## config.mk

```make
export PLATFORM = sky130hd
export DESIGN_NAME = sd_cmd_rx
export DESIGN_NICKNAME = d
export VERILOG_FILES = /design/src/hw/sd_pkg.sv /design/src/hw/sd_cmd_rx.sv
export SDC_FILE = /design/constraint.sdc
export NUM_CORES = 1
export LEC_CHECK = 0
export BUFFER_PORTS_ARGS = -buffer_cell sky130_fd_sc_hd__buf_2
export CORE_MARGIN = 1
export CORE_UTILIZATION = 60
export CTS_BUF_LIST = sky130_fd_sc_hd__clkbuf_4 sky130_fd_sc_hd__clkbuf_8
export DETAILED_ROUTE_END_ITERATION = 8
export GPL_ROUTABILITY_DRIVEN = 1
export MAX_ROUTING_LAYER = met4
export PLACE_DENSITY = 0.93
export SYNTH_ARGS = -nofsm -noshare
export SYNTH_HDL_FRONTEND = slang
export SYNTH_SLANG_ARGS = --single-unit
```

## constraint.sdc

```tcl
create_clock -name sck -period 4.7 [get_ports sck]
set_clock_uncertainty 0.2 [all_clocks]
set_input_delay 0.94 -clock sck [delete_from_list [all_inputs] [get_ports sck]]
set_output_delay 0.94 -clock sck [all_outputs]
set_load 0.01 [all_outputs]
```

## src/hw/sd_pkg.sv

```systemverilog
package sd_pkg;

  // block store geometry.
  localparam int num_blocks = 4;
  localparam int block_words = 128;
  localparam int ram_aw = 9;
  localparam logic [11:0] status_addr = 12'h800;

  // command indexes.
  localparam logic [5:0] cmd0 = 6'd0;
  localparam logic [5:0] cmd8 = 6'd8;
  localparam logic [5:0] cmd17 = 6'd17;
  localparam logic [5:0] cmd41 = 6'd41;
  localparam logic [5:0] cmd55 = 6'd55;

  localparam logic [7:0] r1_idle = 8'h01;
  localparam logic [7:0] r1_illegal = 8'h04;
  localparam logic [7:0] r1_crc_err = 8'h08;
  localparam logic [7:0] tok_start = 8'hFE;
  localparam logic [7:0] tok_range_err = 8'h08;

  typedef struct packed {
    logic [5:0]  index;
    logic [31:0] arg;
    logic        crc_ok;
  } sd_cmd_t;

  typedef enum logic [1:0] {r1_only, r7_tail, data_block, error_token} resp_kind_t;

  typedef struct packed {
    resp_kind_t  kind;
    logic [7:0]  r1;
    logic [31:0] tail;
    logic [1:0]  block;
  } sd_resp_t;

  typedef struct packed {
    logic        awvalid;
    logic [11:0] awaddr;
    logic        wvalid;
    logic [31:0] wdata;
    logic [3:0]  wstrb;
    logic        bready;
    logic        arvalid;
    logic [11:0] araddr;
    logic        rready;
  } axil_req_t;

  typedef struct packed {
    logic        awready;
    logic        wready;
    logic        bvalid;
    logic [1:0]  bresp;
    logic        arready;
    logic        rvalid;
    logic [31:0] rdata;
    logic [1:0]  rresp;
  } axil_rsp_t;

  // x^7 + x^3 + 1 over the first 40 bits of a command.
  function automatic logic [6:0] crc7_calc(input logic [39:0] data);
    logic [6:0] crc;
    logic fb;
    crc = '0;
    for (int i = 39; i >= 0; i--) begin
      fb = crc[6] ^ data[i];
      crc = {crc[5:0], 1'b0} ^ (fb ? 7'h09 : 7'h00);
    end
    return crc;
  endfunction

  // x^16 + x^12 + x^5 + 1, one bit per call.
  function automatic logic [15:0] crc16_step(input logic [15:0] crc, input logic din);
    logic fb;
    fb = crc[15] ^ din;
    return {crc[14:0], 1'b0} ^ (fb ? 16'h1021 : 16'h0000);
  endfunction

endpackage

```

## src/hw/sd_cmd_rx.sv

```systemverilog
`timescale 1ns/1ps

module sd_cmd_rx (
  input  logic            sck,
  input  logic            rst,
  input  logic            cs,
  input  logic            mosi,
  input  logic            tx_busy,
  output sd_pkg::sd_cmd_t cmd,
  output logic            cmd_valid
);
  import sd_pkg::*;

  logic [47:0] shift_q;
  logic [47:0] frame;
  logic [5:0]  cnt_q;
  logic        receiving_q;
  logic        frame_done;

  // the bit on mosi now completes the frame.
  assign frame = {shift_q[46:0], mosi};
  assign frame_done = receiving_q && !tx_busy && (cnt_q == 6'd47);

  always_ff @(posedge sck) begin
    if (rst || cs) begin
      receiving_q <= 1'b0;
      cnt_q <= '0;
      cmd_valid <= 1'b0;
    end else begin
      cmd_valid <= 1'b0;
      if (!tx_busy) begin
        if (!receiving_q) begin
          // start bit.
          if (!mosi) begin
            receiving_q <= 1'b1;
            cnt_q <= 6'd1;
          end
        end else if (cnt_q == 6'd47) begin
          receiving_q <= 1'b0;
          cnt_q <= '0;
          // transmission bit and end bit must both be 1.
          cmd_valid <= frame[46] && frame[0];
        end else begin
          cnt_q <= cnt_q + 6'd1;
        end
      end
    end
  end

  always_ff @(posedge sck) begin
    if (!tx_busy) begin
      shift_q <= frame;
    end
    if (frame_done) begin
      cmd.index <= frame[45:40];
      cmd.arg <= frame[39:8];
      cmd.crc_ok <= (frame[7:1] == crc7_calc(frame[47:8]));
    end
  end

  // the card never sees a new command while it is still answering.
  assert property (@(posedge sck) disable iff (rst) cmd_valid |-> !tx_busy);

endmodule

```

# Word level (Yosys, flattened, before mapping)
# Index checks and enable logic that the tools add are counted.
[classes] bitwise=81 n_reduce_logical=7 eq_ne=3 n_mux=46 addsub=1
[ops] op="bitwise XOR 7 x 4 -> 7 bit" n=37
[ops] op="2-to-1 mux 4 bit" n=40
[ops] op="bitwise XOR 1 bit" n=36
[ops] op="2-to-1 mux 6 bit" n=3
[ops] op="== test 7 bit" n=1
[ops] op="adder 6 x 1 -> 6 bit, second input constant" n=1
[ops] op="== test 6 bit, second input constant" n=1
[ops] op="bitwise XOR 6 x 4 -> 6 bit" n=1
[ops] op="bitwise XOR 5 x 4 -> 5 bit" n=1
[ops] op="OR reduction 4 bit" n=1
[ops] op="logical AND 1 bit" n=3
[ops] op="2-to-1 mux 1 bit" n=3
[ops] op="NOT 1 bit" n=3
[ops] op="bitwise XOR 1 bit, first input constant" n=3
[ops] op="!= test 2 x 1 -> 1 bit, second input constant" n=1
[ops] op="AND reduction 2 bit" n=1
[ops] op="logical NOT 1 bit" n=1
[ops] op="logical OR 1 bit" n=1
[word_totals] wordCells=145 inputBits=5 ff_bits=94 output_inout_bits=40

# Depth between registers and ports, before layout
# Gate-level depths: netlist of run 1.
[logic_depth] depth_word=114 mapped_depth=8 mapped_depth_nobuf=8

# Worst setup path before layout of run 1
# No wires, ideal clock.
[synth_path] kind="input -> register" startpoint="input tx_busy" endpoint="register cmd_valid" setup_ns=0.075 setup_slack_ns=0.294 stages=2 arrival_time_ns=4.131 n_path_buf=0 required_ns=4.425 path_cell_list="nor3_1 and4_1"
[synth_via] elab_chain_len=1
[synth_rtl] element="start: declaration" line="sd_cmd_rx.sv:8" source="input logic tx_busy,"
[synth_rtl] element="OR reduction 4 bit (no line)"
[synth_rtl] element="end signal: assignment" line="sd_cmd_rx.sv:42" source="cmd_valid <= frame[46] && frame[0];"
[synth_rtl] element="end: declaration" line="sd_cmd_rx.sv:10" source="output logic cmd_valid"
# No other way between the ends.
# A chain may end at the register's enable or synchronous reset.

# Worst setup path after layout of run 1
[layout_path] startpoint="register shift_q[43]" endpoint="register cmd[0] in the netlist's numbering, data pin"
[layout_via] elab_chain_len=58 word_cells_on_any_way=94 cone_classes="eq/ne: 1; mux: 28; bitwise: 65"
[layout_rtl] element="start: declaration" line="sd_cmd_rx.sv:14" source="logic [47:0] shift_q;"
[layout_rtl] element="start signal: assignment" line="sd_cmd_rx.sv:52" source="shift_q <= frame;"
[layout_rtl] element="bitwise XOR 1 bit (*)" line="sd_pkg.sv:66" source="fb = crc[6] ^ data[i];"
[layout_rtl] element="2-to-1 mux 4 bit (*)" line="sd_pkg.sv:67" source="crc = {crc[5:0], 1'b0} ^ (fb ? 7'h09 : 7'h00);"
[layout_rtl] element="bitwise XOR 7 x 4 -> 7 bit (*) (4 in a row)" line="sd_pkg.sv:67"
[layout_rtl] element="bitwise XOR 1 bit" line="sd_pkg.sv:66"
[layout_rtl] element="2-to-1 mux 4 bit" line="sd_pkg.sv:67"
[layout_rtl] element="bitwise XOR 7 x 4 -> 7 bit (*) (4 in a row)" line="sd_pkg.sv:67"
[layout_rtl] element="bitwise XOR 1 bit" line="sd_pkg.sv:66"
[layout_rtl] element="2-to-1 mux 4 bit" line="sd_pkg.sv:67"
[layout_rtl] element="(+30 left out)"
[layout_rtl] element="bitwise XOR 7 x 4 -> 7 bit (*) (4 in a row)" line="sd_pkg.sv:67"
[layout_rtl] element="bitwise XOR 1 bit" line="sd_pkg.sv:66"
[layout_rtl] element="2-to-1 mux 4 bit" line="sd_pkg.sv:67"
[layout_rtl] element="bitwise XOR 7 x 4 -> 7 bit (*) (4 in a row)" line="sd_pkg.sv:67"
[layout_rtl] element="bitwise XOR 1 bit" line="sd_pkg.sv:66"
[layout_rtl] element="2-to-1 mux 4 bit" line="sd_pkg.sv:67"
[layout_rtl] element="bitwise XOR 7 x 4 -> 7 bit (*)" line="sd_pkg.sv:67"
[layout_rtl] element="== test 7 bit (*)" line="sd_cmd_rx.sv:57" source="cmd.crc_ok <= (frame[7:1] == crc7_calc(frame[47:8]));"
[layout_rtl] element="end: declaration" line="sd_cmd_rx.sv:9" source="output sd_pkg::sd_cmd_t cmd,"
# Every way passes the cells marked *; elsewhere a longest branch is shown, timed or not.

==> results.json, run 1 <==
{
  "syn_to_final_growth_pct": 12.9,
  "synth.avg_cell_area_um2": 18.7,
  "fp.dieW_um": 83.0,
  "setup_tns_ns": 0,
  "synth.yosys.warnings": 0,
  "tightest_slew_ns": 0.835,
  "worst_setup_path_start_kind": "flip-flop",
  "ys_seq_area_frac": 0.697,
  "cp-end-kind": "flip-flop",
  "gp_congestion": 0.878,
  "cts_setup_buffers": 0,
  "antenna_cells": 0,
  "ios": 45,
  "hp-start": "shift_q[6]$_DFFE_PN_",
  "htreeDepth": 3,
  "final_common_cell": "edfxtp_1",
  "cts_root_buf": "clkbuf_8",
  "status": "finished clean",
  "dpl_cell_area_um2": 4280,
  "grt_first_pass_wirelength_mm": 10.1,
  "final_cell_mix": "edfxtp_1 (86), buf_2 (44), xnor2_1 (31), xor2_1 (16)",
  "clock_latency_ns": 0.35,
  "p_per_area_nw_per_um2": 486,
  "routed-wl-met2_mm": 3.21,
  "min_period_ns": 3.57,
  "synth_nets": 216,
  "peakVddDrop_mv": 0.362,
  "fill_cells": 409,
  "grt_max_degree": 29,
  "wl_met3_um": 289,
  "cts_tree": "yes",
  "fin_nets": 274,
  "die_y_um": 83.0,
  "crit_path_max_fanout": 4,
  "drc": 0,
  "critical_path_class": "reg2reg",
  "wire_per_inst_um": 18.0,
  "cts_resized": 0,
  "power_leakage_nw": 1.66,
  "antenna_found_initial": 0,
  "grt_pass1_vias": 1945,
  "crit_required_ns": 4.60,
  "stdcell_area_um2": 4440,
  "postCtsHoldBufs": 0,
  "max_freq_mhz": 280,
  "rsz0062_at_grt": "no",
  "routed_via_density": 5.48,
  "ys_ff_latch": 94,
  "cts_buffers": 9,
  "synth_cells": 210,
  "dr.pass1.iters": 6,
  "syn_area_um2": 3930,
  "relSlewSlack": 0.443,
  "io_buffers": 44,
  "final.period_utilization": 0.759,
  "hpwl_mm": 4.41,
  "grt_use_total": 0.202,
  "drt-initial-drc-count": 106,
  "ys_types": 33,
  "maxSlewViolCount": 0,
  "vias": 1919,
  "critPathLaunch": "shift_q[43]$_DFFE_PN_",
  "hold_viol": 0,
  "max_cap_viol_count": 0,
  "clkTransAtPathRegs_ns": 0.09,
  "met1_length_mm": 2.69,
  "reg2reg_from": "shift_q[43]$_DFFE_PN_",
  "setup_violations": 0,
  "cp_data_arrival_time_ns": 3.47,
  "drive_gt1_frac": 0.282,
  "top_layer_used": "met4",
  "grt_overflow": 0,
  "hp-class": "reg2reg",
  "coreArea_um2": 6350,
  "antenna_left": 0,
  "die_area_um2": 6880,
  "clockBufferDepth": 2,
  "clock_sink_count": 94,
  "routed_wl_mm": 6.30,
  "rows": 29,
  "start_util": 0.620
}
==> per-stage QoR <==
stage	cells	util	setup WS, ns	hold slack (ns)	power [W]
2_1_floorplan	210	-	0.294	0.228	0.00159
3_3_place_gp	334	0.674	1.36	0.253	0.00166
3_5_place_dp	334	0.674	1.15	0.259	0.00172
4_1_cts	350	0.700	1.13	0.279	0.00217
5_1_grt	350	0.700	1.02	0.292	0.00225
6_report	350	0.700	1.13	0.280	0.00216
==> worst max-delay path, cell delays in order (launching register included) <==
cell      delay, ns
edfxtp_1       0.48
xnor3_2        0.43
xnor2_1        0.27
xnor3_2        0.55
xnor2_4        0.25
xor3_2         0.40
mux4_1         0.49
mux2i_1        0.20
a211oi_2       0.05
==> cell usage after synthesis, drive strengths merged <==
cell,n,area share
and4,2,0.0045
nand2,3,0.0029
or3,1,0.0016
ha,1,0.0032
nand2b,1,0.0016
nor2b,2,0.0032
a211oi,1,0.0032
mux4,2,0.013
nand4,2,0.0032
xor2,17,0.040
nor2,7,0.0067
a22oi,1,0.0019
a21oi,1,0.0013
xnor3,12,0.071
dfxtp,8,0.041
inv,3,0.0029
nor3,10,0.013
and2,1,0.0016
a31oi,1,0.0016
edfxtp,86,0.66
xor3,2,0.013
o22ai,1,0.0016
mux2i,3,0.0076
xnor2,37,0.097
o31a,1,0.0022
nand3,2,0.0025
o21ai,2,0.0025
==> final cells by class <==
class                   count  area [µm²]  area share
multi-input cells         113        1180       0.267
clock inverters             7        40.0     0.00901
flip-flops and latches     94        2740       0.617
inverters                   3        11.3     0.00254
clock buffers               9         124      0.0279
repair buffers             47         243      0.0546
well taps                  77        96.3      0.0217
==> state kept, by name (all words and copies together) (netlist names) <==
signal / flops
cmd_valid: 1
cmd: 39
receiving_q: 1
cnt_q: 6
shift_q: 47
==> routing by layer <==
metal | vias up | GRT usage
li1 | 898 | -
met1 | 955 | 0.257
met2 | 53 | 0.326
met3 | 13 | 0.0517
met4 | 0 | 0.0596
met5 | - | -
==> kinds of logic (layout without fill, tap and decap cells) <==
logic type      Yosys count  after routing  share of synthesized area
simple gates             31             31                     0.0404
compound gates            8              8                     0.0143
flops                    94             94                      0.697
fa+ha+maj                 1              1                    0.00318
xor+xnor                 68             68                      0.221
mux                       5              5                     0.0210
buf+inv                   3             66                    0.00286
==> worst paths after layout <==
path | end | slack, ns | cells after the start
worst max-delay path | cmd[0]$_DFFE_PP_ | 1.13 | 8
worst min register to register | shift_q[7]$_DFFE_PN_ | 0.28 | 0
worst min-delay path | shift_q[7]$_DFFE_PN_ | 0.28 | 0
worst max register to register | cmd[0]$_DFFE_PP_ | 1.13 | 8
==> where the power goes <==
part	internal, W	switching (W)	total, W
clock	0.000188	0.000266	0.000454
sequential	0.000940	0.0000266	0.000966
combinational	0.000387	0.000353	0.000741
Note: power is estimated with default switching activity, not from simulation.
==> inputs of run 2 (changes only) <==
--- a/config.mk
+++ b/config.mk
@@ -7,12 +7,12 @@
 export LEC_CHECK = 0
 export BUFFER_PORTS_ARGS = -buffer_cell sky130_fd_sc_hd__buf_2
 export CORE_MARGIN = 1
-export CORE_UTILIZATION = 60
+export CORE_UTILIZATION = 54
 export CTS_BUF_LIST = sky130_fd_sc_hd__clkbuf_4 sky130_fd_sc_hd__clkbuf_8
 export DETAILED_ROUTE_END_ITERATION = 8
 export GPL_ROUTABILITY_DRIVEN = 1
 export MAX_ROUTING_LAYER = met4
-export PLACE_DENSITY = 0.93
+export PLACE_DENSITY = 0.89
 export SYNTH_ARGS = -nofsm -noshare
 export SYNTH_HDL_FRONTEND = slang
 export SYNTH_SLANG_ARGS = --single-unit
==> constraint.sdc (replaced) <==
create_clock -name sck -period 3.1 [get_ports sck]
set_clock_uncertainty 0.2 [all_clocks]
set_input_delay 0.62 -clock sck [delete_from_list [all_inputs] [get_ports sck]]
set_output_delay 0.62 -clock sck [all_outputs]
set_load 0.01 [all_outputs]
==> run 2 against run 1 <==
The run now ends with negative setup slack left. Critical path depth increased by 1. Clock power is 77% higher. Core utilization is 0.38 points higher. Via count is 7.2% higher. Wire length up 13%. First-iteration DRC count down 3.8%. Global-route usage increased by 1.0 points. Sequential share of layout area fell by 5.3 points. Final area increased by 9.4%. Clock-buffer cell count unchanged. Sequential cell count stayed put. Largest power group unchanged. Highest routed layer unchanged.
==> results.json, run 2 (synthesized netlist as in run 1, its figures left out) <==
{
  "die_area_um2": 7630,
  "rows": 30,
  "wire_per_inst_um": 17.8,
  "setup_slack_ns": -0.105,
  "grt_max_degree": 48,
  "antenna_cells": 0,
  "clockBufferDepth": 2,
  "largest_register_ffs": 47,
  "cp-end-kind": "flip-flop",
  "drive_gt1_frac": 0.408,
  "final_cell_mix": "edfxtp_1 (86), buf_2 (44), buf_4 (34), xnor2_1 (26), xor2_1 (13)",
  "antenna_found_initial": 0,
  "drc": 0,
  "tightest_slew_ns": 0.704,
  "grt_overflow": 0,
  "crit_required_ns": 3.01,
  "rsz0062_at_grt": "yes",
  "largest_register": "shift_q",
  "cp_data_arrival_time_ns": 3.12,
  "grt_use_total": 0.213,
  "max_freq_mhz": 312,
  "clkTransAtPathRegs_ns": 0.09,
  "syn_to_final_growth_pct": 23.5,
  "clock_latency_ns": 0.36,
  "cts_buffers": 9,
  "dp_slack_ns": -0.264,
  "dr.pass1.iters": 4,
  "violations": "negative setup slack",
  "hp-class": "in2reg",
  "reg_top3": "shift_q (47), cmd (39), cnt_q (6)",
  "hold_viol": 0,
  "rr_worst_depth": 9,
  "routed_wl_mm": 7.11,
  "min_period_ns": 3.21,
  "start_util": 0.570,
  "vias": 2057,
  "p_per_area_nw_per_um2": 751,
  "io_buffers": 44,
  "gp_congestion": 0.840,
  "maxSlewViolCount": 0,
  "setup_violations": 1,
  "setup_tns_ns": -0.105,
  "clock_sink_count": 94,
  "grt-busiest-layer": "met2",
  "grt_use_met1": 0.249,
  "htreeDepth": 3,
  "status": "finished, violations left",
  "grt_use_met2": 0.366,
  "crit_path_max_fanout": 3,
  "multi_input_area_um2": 1310,
  "grt_pass1_vias": 2097,
  "critical_path_class": "reg2reg",
  "worstHoldPathCells": 2,
  "drt-initial-drc-count": 102,
  "final_common_cell": "edfxtp_1",
  "cts_tree": "yes",
  "relSlewSlack": 0.528,
  "die_y_um": 87.4,
  "fill_cells": 454,
  "hpwl_mm": 4.87,
  "peakVddDrop_mv": 0.416,
  "grt_first_pass_wirelength_mm": 11.1,
  "coreArea_um2": 6910,
  "antenna_left": 0,
  "power_leakage_nw": 1.87,
  "ios": 45,
  "r2r_slack_ns": -0.11,
  "fin_nets": 305,
  "routed_via_density": 5.14,
  "final.period_utilization": 1.03,
  "use_met3": 0.0464,
  "fp.dieW_um": 87.4,
  "regArea_um2": 2740,
  "worst_setup_path_start_kind": "flip-flop",
  "max_cap_viol_count": 0,
  "cts_root_buf": "clkbuf_8"
}
run 2: area by class of cell:
class                      instances  area share
clock buffer                       9      0.0255
clock inverter                     7      0.0147
inverter                           3     0.00232
multi-input combinational        113       0.270
sequential                        94       0.565
tap                               96      0.0247
timing repair buffer              78      0.0979
run 2: worst paths after layout:
kind,start,to
setup / recovery,shift_q[39]$_DFFE_PN_,cmd[0]$_DFFE_PP_
hold / removal,rst,receiving_q$_SDFFE_PP0N_
setup reg to reg,shift_q[39]$_DFFE_PN_,cmd[0]$_DFFE_PP_
hold reg to reg,shift_q[5]$_DFFE_PN_,shift_q[6]$_DFFE_PN_
run 2: report_power, final:
part	leakage (nW)	switching, W	internal, W
registers	0.875	0.0000368	0.00142
logic	0.896	0.000611	0.000769
clock network	0.104	0.000430	0.000376
total	1.87	0.00108	0.00257
run 2: stage by stage:
step	utilization	power, W	std cells	hold slack (ns)	instance area (µm²)
after detailed placement	0.648	0.00271	374	0.247	4470
after floorplan	-	0.00242	210	0.228	3950
final	0.703	0.00365	400	0.224	4860
after CTS	0.698	0.00363	398	0.215	4820
after global placement	0.648	0.00265	374	0.237	4470
after global routing	0.703	0.00382	400	0.218	4860
run 2: repair_timing:
action / 4_1_cts / 5_1_grt
pin swaps: 13 / 5
resized for setup: 15 / 2
hold buffers: 0 / 0
setup buffers: 8 / 2
endpoints found under the setup margin: 1 / 1
run 2: worst max-delay path, cell delays in order (launching register included):
cell      delay [ns]
edfxtp_1        0.41
xnor3_2         0.44
buf_4           0.17
xor2_4          0.19
xnor2_4         0.26
xnor2_2         0.17
xor3_2          0.41
mux4_1          0.47
mux2i_1         0.17
a211oi_2        0.05
run 2: routing by layer:
| metal | wire length [µm] | part of all wire |
|---|---|---|
| met5 | 0 | 0 |
| met4 | 98 | 0.014 |
| met3 | 266 | 0.037 |
| met2 | 3800 | 0.53 |
| met1 | 2950 | 0.41 |
