$ cat src/hw/sd_pkg.sv
package sd_pkg;

  // block store geometry.
  localparam int num_blocks = 4;
  localparam int block_words = 128;
  localparam int ram_aw = 9;
  localparam logic [11:0] status_addr = 12'h800;

  // command indexes.
  localparam logic [5:0] cmd0 = 6'd0;
  localparam logic [5:0] cmd8 = 6'd8;
  localparam logic [5:0] cmd17 = 6'd17;
  localparam logic [5:0] cmd41 = 6'd41;
  localparam logic [5:0] cmd55 = 6'd55;

  localparam logic [7:0] r1_idle = 8'h01;
  localparam logic [7:0] r1_illegal = 8'h04;
  localparam logic [7:0] r1_crc_err = 8'h08;
  localparam logic [7:0] tok_start = 8'hFE;
  localparam logic [7:0] tok_range_err = 8'h08;

  typedef struct packed {
    logic [5:0]  index;
    logic [31:0] arg;
    logic        crc_ok;
  } sd_cmd_t;

  typedef enum logic [1:0] {r1_only, r7_tail, data_block, error_token} resp_kind_t;

  typedef struct packed {
    resp_kind_t  kind;
    logic [7:0]  r1;
    logic [31:0] tail;
    logic [1:0]  block;
  } sd_resp_t;

  typedef struct packed {
    logic        awvalid;
    logic [11:0] awaddr;
    logic        wvalid;
    logic [31:0] wdata;
    logic [3:0]  wstrb;
    logic        bready;
    logic        arvalid;
    logic [11:0] araddr;
    logic        rready;
  } axil_req_t;

  typedef struct packed {
    logic        awready;
    logic        wready;
    logic        bvalid;
    logic [1:0]  bresp;
    logic        arready;
    logic        rvalid;
    logic [31:0] rdata;
    logic [1:0]  rresp;
  } axil_rsp_t;

  // x^7 + x^3 + 1 over the first 40 bits of a command.
  function automatic logic [6:0] crc7_calc(input logic [39:0] data);
    logic [6:0] crc;
    logic fb;
    crc = '0;
    for (int i = 39; i >= 0; i--) begin
      fb = crc[6] ^ data[i];
      crc = {crc[5:0], 1'b0} ^ (fb ? 7'h09 : 7'h00);
    end
    return crc;
  endfunction

  // x^16 + x^12 + x^5 + 1, one bit per call.
  function automatic logic [15:0] crc16_step(input logic [15:0] crc, input logic din);
    logic fb;
    fb = crc[15] ^ din;
    return {crc[14:0], 1'b0} ^ (fb ? 16'h1021 : 16'h0000);
  endfunction

endpackage

$ cat src/hw/sd_resp_tx.sv
`timescale 1ns/1ps

module sd_resp_tx (
  input  logic                      sck,
  input  logic                      rst,
  input  logic                      cs,
  input  sd_pkg::sd_resp_t          resp,
  input  logic                      resp_valid,
  input  logic [31:0]               blk_rdata,
  output logic [sd_pkg::ram_aw-1:0] blk_raddr,
  output logic                      tx_busy,
  output logic                      miso
);
  import sd_pkg::*;

  typedef enum logic [1:0] {ph_idle, ph_hdr, ph_data, ph_crc} phase_t;

  phase_t      phase_q;
  logic [47:0] sh_q;
  logic [5:0]  cnt_q;
  logic [6:0]  word_q;
  logic [1:0]  block_q;
  logic        is_data_q;
  logic [15:0] crc_q;
  logic [15:0] crc_next;
  logic [31:0] word_ser;
  logic        word_end;

  assign crc_next = crc16_step(crc_q, sh_q[47]);
  // bytes leave in address order, each MSB first.
  assign word_ser = {blk_rdata[7:0], blk_rdata[15:8], blk_rdata[23:16], blk_rdata[31:24]};
  assign blk_raddr = {block_q, word_q};
  assign word_end = (cnt_q == 6'd0) && ((phase_q == ph_hdr && is_data_q) || phase_q == ph_data);
  assign tx_busy = (phase_q != ph_idle);
  assign miso = cs | sh_q[47];

  always_ff @(posedge sck) begin
    if (rst || cs) begin
      phase_q <= ph_idle;
      sh_q <= '1;
      cnt_q <= '0;
    end else if (phase_q == ph_idle) begin
      if (resp_valid) begin
        phase_q <= ph_hdr;
        // Ncr byte and R1 lead every header.
        case (resp.kind)
          r1_only: begin
            sh_q <= {8'hFF, resp.r1, 32'hFFFF_FFFF};
            cnt_q <= 6'd15;
          end
          r7_tail: begin
            sh_q <= {8'hFF, resp.r1, resp.tail};
            cnt_q <= 6'd47;
          end
          error_token: begin
            sh_q <= {8'hFF, resp.r1, 8'hFF, tok_range_err, 16'hFFFF};
            cnt_q <= 6'd31;
          end
          default: begin
            sh_q <= {8'hFF, resp.r1, 8'hFF, tok_start, 16'hFFFF};
            cnt_q <= 6'd31;
          end
        endcase
      end
    end else if (cnt_q != 6'd0) begin
      sh_q <= {sh_q[46:0], 1'b1};
      cnt_q <= cnt_q - 6'd1;
    end else if (word_end && !(phase_q == ph_data && word_q == 7'd0)) begin
      phase_q <= ph_data;
      sh_q <= {word_ser, 16'hFFFF};
      cnt_q <= 6'd31;
    end else if (phase_q == ph_data) begin
      // word counter wrapped, the block is out.
      phase_q <= ph_crc;
      sh_q <= {crc_next, 32'hFFFF_FFFF};
      cnt_q <= 6'd15;
    end else begin
      phase_q <= ph_idle;
      sh_q <= '1;
    end
  end

  always_ff @(posedge sck) begin
    if (phase_q == ph_idle) begin
      word_q <= '0;
      crc_q <= '0;
      block_q <= resp.block;
      is_data_q <= (resp.kind == data_block);
    end else begin
      if (word_end) begin
        word_q <= word_q + 7'd1;
      end
      if (phase_q == ph_data) begin
        crc_q <= crc_next;
      end
    end
  end

  assert property (@(posedge sck) disable iff (rst) !tx_busy |-> miso);

endmodule

$ cat config.mk
export PLATFORM = sky130hd
export DESIGN_NAME = sd_resp_tx
export DESIGN_NICKNAME = d
export VERILOG_FILES = /design/src/hw/sd_pkg.sv /design/src/hw/sd_resp_tx.sv
export SDC_FILE = /design/constraint.sdc
export NUM_CORES = 1
export LEC_CHECK = 0
export BUFFER_PORTS_ARGS = -buffer_cell sky130_fd_sc_hd__buf_4
export CELL_PAD_IN_SITES_DETAIL_PLACEMENT = 1
export CELL_PAD_IN_SITES_GLOBAL_PLACEMENT = 1
export CORE_MARGIN = 3
export CORE_UTILIZATION = 25
export CTS_CLUSTER_SIZE = 16
export DETAILED_ROUTE_END_ITERATION = 8
export GPL_TIMING_DRIVEN = 0
export PLACE_DENSITY = 0.63
export SLEW_MARGIN = 25
export SYNTH_ARGS = -nofsm -noshare
export SYNTH_HDL_FRONTEND = slang
export SYNTH_SLANG_ARGS = --single-unit
export TNS_END_PERCENT = 100
$ cat constraint.sdc
create_clock -name sck -period 2.5 [get_ports sck]
set_clock_uncertainty 0.1 [all_clocks]
set_input_delay 0.5 -clock sck [delete_from_list [all_inputs] [get_ports sck]]
set_output_delay 0.5 -clock sck [all_outputs]
set_load 0.02 [all_outputs]
### After elaboration in Yosys (flattened, before gate mapping)

Cells that the tools add are included.

* bits of input ports: 80
* output and inout port bits: 11
* word-level logic and storage cells: 53
* register bits after elaboration: 82

* equal/unequal tests: 7
* $add $sub $neg: 2
* muxes and demuxes: 18
* bitwise operators: 3
* reductions and logical operators: 16

Operator list (number)
* $mux 48: 5
* $pmux 32 s3: 1
* $mux 6: 5
* $xor 16x13->16: 1
* $mux 13: 1
* $pmux 6 s2: 1
* $mux 2: 5
* $add 7x1->7 const B: 1
* $logic_not 7->1: 1
* $eq 2x2->1 const B: 3
* $logic_not 6->1: 1
* $reduce_bool 6->1: 1
* $sub 6x1->6 const B: 1
* $eq 2x1->1 const B: 2
* $logic_and 1x1->1: 4
* $logic_not 2->1: 2
* $ne 2x2->1 const B: 2
* $reduce_and 2->1: 2
* $reduce_bool 4->1: 1
* $logic_or 1x1->1: 2
* $reduce_bool 2->1: 1
* $logic_not 1->1: 1
* $or 1x1->1: 1
* $xor 1x1->1: 1

### Longest topological paths before layout

Gate-level depths: netlist (run 1).

* word-level depth: 8
* mapped depth: 8
* mapped depth without buffers: 6

### Worst setup path after synthesis (run 1)

No wires, ideal clock.

* path type: register to register
* from: register word_q[6]
* to: register sh_q[44]
* required time: 2.276 ns
* arrival: 1.950 ns
* library setup time: 0.124 ns
* stages on the path, launching flop included: 7
* setup slack: 0.326 ns
* buffers on the path: 2
* path through: dfxtp_1 > or4_4 > or4_1 > clkbuf_1 > buf_2 > o221ai_1 > o21ai_0

* word-level cells in the longest chain between the ends: 7

RTL lines
* start, declared: line sd_resp_tx.sv:21 `logic [6:0] word_q;`
* start signal, assigned: line sd_resp_tx.sv:91 `word_q <= word_q + 7'd1;`
* $logic_not 7->1: line sd_resp_tx.sv:68 `end else if (word_end && !(phase_q == ph_data && word_q == 7'd0)) begin`
* $logic_and 1x1->1: line sd_resp_tx.sv:68
* $logic_not 1->1: line sd_resp_tx.sv:68
* $logic_and 1x1->1: line sd_resp_tx.sv:68
* $mux 48: line sd_resp_tx.sv:68
* $mux 48: line sd_resp_tx.sv:65 `end else if (cnt_q != 6'd0) begin`
* $mux 48: line sd_resp_tx.sv:42 `end else if (phase_q == ph_idle) begin`
* end signal, assigned: line sd_resp_tx.sv:48 `sh_q <= {8'hFF, resp.r1, 32'hFFFF_FFFF};`
* end signal, assigned: line sd_resp_tx.sv:66 `sh_q <= {sh_q[46:0], 1'b1};`
* end signal, assigned: line sd_resp_tx.sv:70 `sh_q <= {word_ser, 16'hFFFF};`
* end, declared: line sd_resp_tx.sv:19 `logic [47:0] sh_q;`

Every way passes these cells.
A chain may end at the register's enable or synchronous reset.

### Final worst setup path (run 1)

* from: register cnt_q[0]
* to: register word_q[5]

* word-level cells in the longest chain between the ends: 2

RTL lines
* start, declared: line sd_resp_tx.sv:20 `logic [5:0] cnt_q;`
* start signal, assigned: line sd_resp_tx.sv:67 `cnt_q <= cnt_q - 6'd1;`
* $logic_not 6->1: line sd_resp_tx.sv:33 `assign word_end = (cnt_q == 6'd0) && ((phase_q == ph_hdr && is_data_q) || phase_q == ph_data);`
* $logic_and 1x1->1: line sd_resp_tx.sv:33

Every way passes these cells.

==> impl_results.md, run 1 <==
* Outcome: finished clean
* Count of flip-flops with a built-in enable after synthesis at 3
* Global-route wire length before repair at 23,930 um
* Number of different library cells in the post-synthesis netlist at 50
* Leading cell types by total area after synthesis: sky130_fd_sc_hd__dfxtp_1 (40%), sky130_fd_sc_hd__o21ai_0 (11%), sky130_fd_sc_hd__o221ai_1 (5.1%), sky130_fd_sc_hd__a21oi_1 (3.7%), sky130_fd_sc_hd__clkbuf_1 (3.2%)
* Top flip-flop cell by instance count after synthesis: sky130_fd_sc_hd__dfxtp_1
* Hold Fails Final Rpt at 0
* Finish-stage setup viols at 0
* Post-Synth Adder-Cell Area at 0.9585%
* Power Internal at 2.247 mW
* Final non-filler cell total at 785
* Part of the total power dissipated in sequential elements at 44.0%
* Number of global-route vias before repair at 4,439
* Global routing usage summed across all routing layers at 17.18%
* Start-to-end type of the worst setup path: flop to flop
* Worst Reg2Reg Path Length in Cells at 7
* First-iteration detailed-routing DRC count at 238
* PortBufs at 89
* Non-Filler Cell Area, Final at 5195 sq um
* Final weighted congestion of routability-driven global placement at 0.8059
* XOR/XNOR Fraction of Synth Area at 1.118%
* Number of nets in the layout at 652
* Register bit count reported by yosys at 82
* Total negative slack at 0 ps
* Post-synth design cell area at 3916 sq um
* Min cycle time layout at 2404 ps
* Share of synthesized cell area in and, or, nand and nor gates at 12.94%
* Reported net switching power at 0.9142 mW
* Worst VDD drop at 0.0003288 V
* Cell taking the most area after synthesis: sky130_fd_sc_hd__dfxtp_1
* Number of vias per cell at 5.292
* Proportion of total power due to net switching at 28.92%
* Die Footprint at 17,200 sq um
* H-tree depth at 3
* CP Cell Sequence: inv_1 -> ha_2 -> or4b_1 -> clkbuf_2 -> a2111o_1 -> or4_1 -> a21oi_1
* Number of cells in the design after placement at 766
* Arrival @ worst endpoint at 2580 ps
* Fillers at 1,813
* Max Fanout on Critical Path at 7
* Hold WS at 230.5 ps
* Slowest library cell on the worst path: sky130_fd_sc_hd__or4b_1
* Mean cell area of the mapped netlist at 8.404 sq um
* Total number of placement rows at 45
* Dominant combinational cell family by area after synthesis: compound AO/OA/AOI/OAI gates
* Vias at 4,154
* Required time at the worst-slack endpoint at 2670 ps
* Post-route antenna net violation count at 0
* Worst-case clock buffer depth at 2
* Part of the Yosys area used for sequential elements at 42.68%
* Final Cycle Share at 96.16%
* Synth top area share at 40.38%
* Die X at 131.2 um
* Standard cell core area at 15,260 sq um
* Die Y at 131.2 um
* Highest achievable clock rate at 416.0 MHz
* Post-synth ARST share at 0%
* Maximum number of pins on one net before global-route repair at 14
* Leak at 1.885 nW
* Post-route DRC violation count at 0
* Area of the multi-input gates at 2041 sq um
* TritonCTS Sinks at 82
* Worst hold path stage count at 1
* Critical path startpoint category: flop
* Clock network latency to the later pin of the worst-skew pair at 350 ps
* PD cells at 608.6 nW/um^2
* Comb power frac at 17.0%
* Post-synth net total at 549
* Total Wirelength at 14,710 um
* Max Cap Violations at 0
* Type of the tightest min-delay check: primary input to flop
* Cell count after synthesis at 466
* Clk slew on worst S/H paths at 60 ps
* Slew Limit Fails at 0
* Antenna violations before repair at 0
* Biggest cell delay along the critical path at 450 ps
* Clock tree from TritonCTS: yes
* Detailed Place HPWL at 10,880 um
* Area taken by flip-flops and latches at 1672 sq um
* Number of ports placed on the die boundary at 91
* Hold bufs inserted after CTS at 0
* Multiplexer share of the synthesized area at 2.812%
* Number of buffers created by CTS at 9
* Worst-margin pin slew at 924.6 ps
* Relative slew slack at 37.88%
* Compound-gate portion of the synthesized area at 33.29%
* Worst slack at placement at -360.1 ps
* Relative contribution of the clock network to total power at 39.1%
* Share of post-route cells with drive strength above 1 at 21.78%
* Final core utilization at 34.05%
* Starting utilization of the core area at 25.67%
* RSZ-0062 raised after global routing: yes
* Final total power at 3.161 mW
* Most common cell after layout, fill and taps aside: sky130_fd_sc_hd__buf_4
* Detailed Routing Iterations Pass 1 at 4
* Category of the worst setup path capture point: flop
* Number of antenna repair diodes at 0
* Synth warn at 0
* Detail-routed net length per standard cell at 18.74 um
* P&R area growth vs syn at 32.65%
* Cell chosen for the clock root: sky130_fd_sc_hd__clkbuf_16
* Placed Area at 4848 sq um
* Final Worst Setup Slack at 95.99 ps
* Most frequent cells in the layout: sky130_fd_sc_hd__buf_4 (93), sky130_fd_sc_hd__o21ai_0 (86), sky130_fd_sc_hd__dfxtp_1 (79)
* Grt ovf at 0
Yosys cell counts (all sizes together) (2+ instances only):
library cell and instances:
o21ai 88, dfxtp 79, clkbuf 34, a21oi 29, o221ai 23, nor3 21, a31oi 19, nor2 19
nor4 16, inv 15, nand2 15, o22ai 15, a22o 14, buf 11, mux2i 11, o32ai 6
nor2b 5, or3 4, xnor2 4, edfxtp 3, ha 3, nand2b 3, nand3 3, o31ai 3
or4 3, a221oi 2, o21a 2, or2 2
power groups by stage:
stage	combinational, mW	sequential (mW)	clock (mW)
floorplan	0.278	1.41	0
global placement	0.500	1.41	0
detailed placement	0.514	1.42	0
CTS	0.521	1.39	1.28
global route	0.595	1.39	1.33
finish	0.537	1.39	1.23
kinds of logic (layout without fill, tap and decap cells):
group | Yosys count | after routing
AOI/OAI and AO/OA | 209 | 209
and+or+nand+nor | 96 | 96
DFF | 82 | 82
buffers and inverters | 60 | 168
muxes | 11 | 11
xor gates and xnor gates | 5 | 5
adders and majority gates | 3 | 3
timing repair:
action,in CTS,in global routing
setup buffers,0,3
endpoints found under the setup margin,31,40
gates resized for setup,4,8
pin swaps,0,1
flip-flops by register name (all words and copies together) (netlist names), named ones only:
name       cells
word_q         7
sh_q          48
crc_q         16
cnt_q          6
block_q        2
is_data_q      1
phase_q        1
path summary, 6_finish.rpt:
| check | endpoint | from | slack [ps] |
|---|---|---|---|
| setup reg to reg | word_q[5] | cnt_q[0] | 100 |
| hold / removal | block_q[1] | resp[1] | 230 |
| setup / recovery | word_q[5] | cnt_q[0] | 100 |
| hold reg to reg | sh_q[6] | sh_q[6] | 370 |
final cells by class:
type / instances / area share (%)
multi-input combinational: 324 / 39.28
sequential: 82 / 32.18
timing repair buffer: 92 / 13.54
tap: 211 / 5.082
clock buffer: 12 / 4.552
buffer: 45 / 3.781
inverter: 15 / 1.084
clock inverter: 4 / 0.5058
worst max-delay path: cells and delay by family (launching register included):
family / cells / cell delay [ps]
flip-flops: 1 / 320
AO/OA/AOI/OAI: 2 / 550
adder cells (fa/ha/maj): 1 / 220
AND/OR/NAND/NOR: 2 / 870
buffers and inverters: 2 / 280
layer usage:
metal  vias to the layer above  part of all wire [%]  global-route usage (%)
met5                         -                     0                       0
met4                         0                   3.1                   7.643
met3                        32                   4.8                   4.058
met2                       107                    46                   27.88
met1                      2021                    46                   21.77
li1                       1994                     -                       -
No activity file was read; power rests on OpenSTA's default activity.
==> run 2: changes to the inputs <==
--- a/config.mk
+++ b/config.mk
@@ -10,6 +10,7 @@
 export CELL_PAD_IN_SITES_GLOBAL_PLACEMENT = 1
 export CORE_MARGIN = 3
 export CORE_UTILIZATION = 25
+export CTS_BUF_LIST = sky130_fd_sc_hd__clkbuf_8
 export CTS_CLUSTER_SIZE = 16
 export DETAILED_ROUTE_END_ITERATION = 8
 export GPL_TIMING_DRIVEN = 0
==> run 2 against run 1 <==
Non-clock buffer count fell by 1. Sequential share of layout area grew 0.81 points. Largest cell class unchanged. Core utilization fell by 0.84 points. Critical endpoint unchanged. Global-route usage is essentially flat. Register-to-register slack about the same. Highest routed layer unchanged.
==> impl_results.md, run 2 (synthesized netlist as in run 1, its figures left out) <==
* Worst-margin pin slew at 921.8 ps
* Number of vias per cell at 5.217
* Global-route wire length before repair at 23,870 um
* H-tree depth at 3
* P&R area growth vs syn at 29.39%
* Fraction of met2 tracks used by global routing at 27.51%
* Die Y at 131.2 um
* Leak at 1.841 nW
* Share of post-route cells with drive strength above 1 at 21.47%
* Registers with the most flip-flops: sh_q (48), crc_q (16), word_q (7)
* Arrival @ worst endpoint at 2620 ps
* TritonCTS Sinks at 82
* Most frequent cells in the layout: sky130_fd_sc_hd__buf_4 (94), sky130_fd_sc_hd__o21ai_0 (86), sky130_fd_sc_hd__dfxtp_1 (79)
* Number of nets in the layout at 651
* Antenna violations before repair at 0
* Highest achievable clock rate at 414.4 MHz
* Max Fanout on Critical Path at 7
* Category of the worst setup path capture point: flop
* Total Wirelength at 14,610 um
* Slew Limit Fails at 0
* Grt ovf at 0
* Cell chosen for the clock root: sky130_fd_sc_hd__clkbuf_8
* Clk slew on worst S/H paths at 80 ps
* Clock network latency to the later pin of the worst-skew pair at 380 ps
* Relative slew slack at 38.07%
* Number of ports placed on the die boundary at 91
* Routing usage on met3 at 3.675%
* Largest register FFs at 48
* Post-route DRC violation count at 0
* Standard cell core area at 15,260 sq um
* Final total power at 2.785 mW
* Highest-utilization routing layer at the global route stage: met2
* Final weighted congestion of routability-driven global placement at 0.8059
* Met1 usage in global routing at 21.85%
* PortBufs at 89
* Detail-routed net length per standard cell at 18.63 um
* Worst slack at placement at -360.1 ps
* RSZ-0062 raised after global routing: yes
* Detailed Routing Iterations Pass 1 at 4
* Worst-case clock buffer depth at 2
* Biggest register: sh_q
* Clock tree from TritonCTS: yes
* Final Worst Setup Slack at 86.90 ps
* Start-to-end type of the worst setup path: flop to flop
* Die Footprint at 17,200 sq um
* Hold Fails Final Rpt at 0
* Most common cell after layout, fill and taps aside: sky130_fd_sc_hd__buf_4
* Number of buffers created by CTS at 9
* Min cycle time layout at 2413 ps
* Post-route antenna net violation count at 0
* Hold bufs inserted after CTS at 0
* Hold WS at 203.2 ps
* Total number of placement rows at 45
* Number of antenna repair diodes at 0
* Required time at the worst-slack endpoint at 2700 ps
* First-iteration detailed-routing DRC count at 219
* Finish-stage setup viols at 0
* Worst VDD drop at 0.0001811 V
* Starting utilization of the core area at 25.67%
* Detailed Place HPWL at 10,880 um
* Maximum number of pins on one net before global-route repair at 14
* Critical path startpoint category: flop
* Max Cap Violations at 0
* Die X at 131.2 um
* Outcome: finished clean
* Number of global-route vias before repair at 4,417
* Final Cycle Share at 96.52%
* Type of the tightest min-delay check: primary input to flop
* Global routing usage summed across all routing layers at 17.15%
* PD cells at 549.7 nW/um^2
* Vias at 4,090
-- run 2: changes by cell type in the layout (fill, tap and decap cells not counted), moves of 3 or more --
cell / before / now
sky130_fd_sc_hd__clkbuf_1: 35 / 32
sky130_fd_sc_hd__clkbuf_16: 9 / 0
sky130_fd_sc_hd__clkbuf_8: 0 / 9
sky130_fd_sc_hd__inv_1: 14 / 17
-- run 2: stage by stage --
stage / TNS (ps) / cells / util, % / cell area (sq um)
6_report: 0 / 784 / 33.21 / 5067
5_1_grt: -36.84 / 784 / 33.21 / 5067
4_1_cts: 0 / 782 / 33.00 / 5035
3_5_place_dp: -3126 / 766 / 31.78 / 4848
3_3_place_gp: -674.6 / 766 / 31.78 / 4848
2_1_floorplan: 0 / 466 / - / 3916
-- run 2: final cells by class --
class	count	area, sq um
clock inverter	7	37.54
tap	211	264.0
sequential	82	1672
timing repair buffer	91	683.2
clock buffer	9	123.9
inverter	15	56.30
multi-input combinational	324	2038
buffer	45	192.7
fill	1834	10190
-- run 2: worst paths after layout --
check                               from          to  slack (ps)  depth (start not counted)
worst max register to register  cnt_q[0]   word_q[5]          90                          7
worst min register to register  cnt_q[0]    cnt_q[0]         380                          2
worst max-delay path            cnt_q[0]   word_q[5]          90                          7
worst min-delay path             resp[1]  block_q[1]         200                          1
-- run 2: worst max-delay path, cell delays in order (launching register included) --
cell and delay (ps):
sky130_fd_sc_hd__dfxtp_1 330, sky130_fd_sc_hd__inv_1 70, sky130_fd_sc_hd__ha_1 230, sky130_fd_sc_hd__or4b_1 450, sky130_fd_sc_hd__clkbuf_2 200, sky130_fd_sc_hd__a2111o_1 400
sky130_fd_sc_hd__or4_1 420, sky130_fd_sc_hd__a21oi_1 150
-- run 2: repair_timing --
item / 4_1_cts / 5_1_grt
pin swaps: 0 / 1
setup endpoints to repair: 31 / 29
resized for setup: 5 / 5
buffers inserted: 0 / 2
hold endpoints to repair: 0 / 0
-- run 2: routing by layer --
layer  up-vias  routed length (um)
met3        29                 717
met1      1960                6717
met2       107                6694
met5         -                   0
met4         0                 479
li1       1994                   -
-- run 2: power breakdown --
part	internal (mW)	leakage (nW)	total (mW)	switching [mW]
sequential	1.36	0.676	1.39	0.0311
clock	0.352	0.0976	0.869	0.517
combinational	0.208	1.07	0.528	0.321
total	1.92	1.84	2.79	0.869
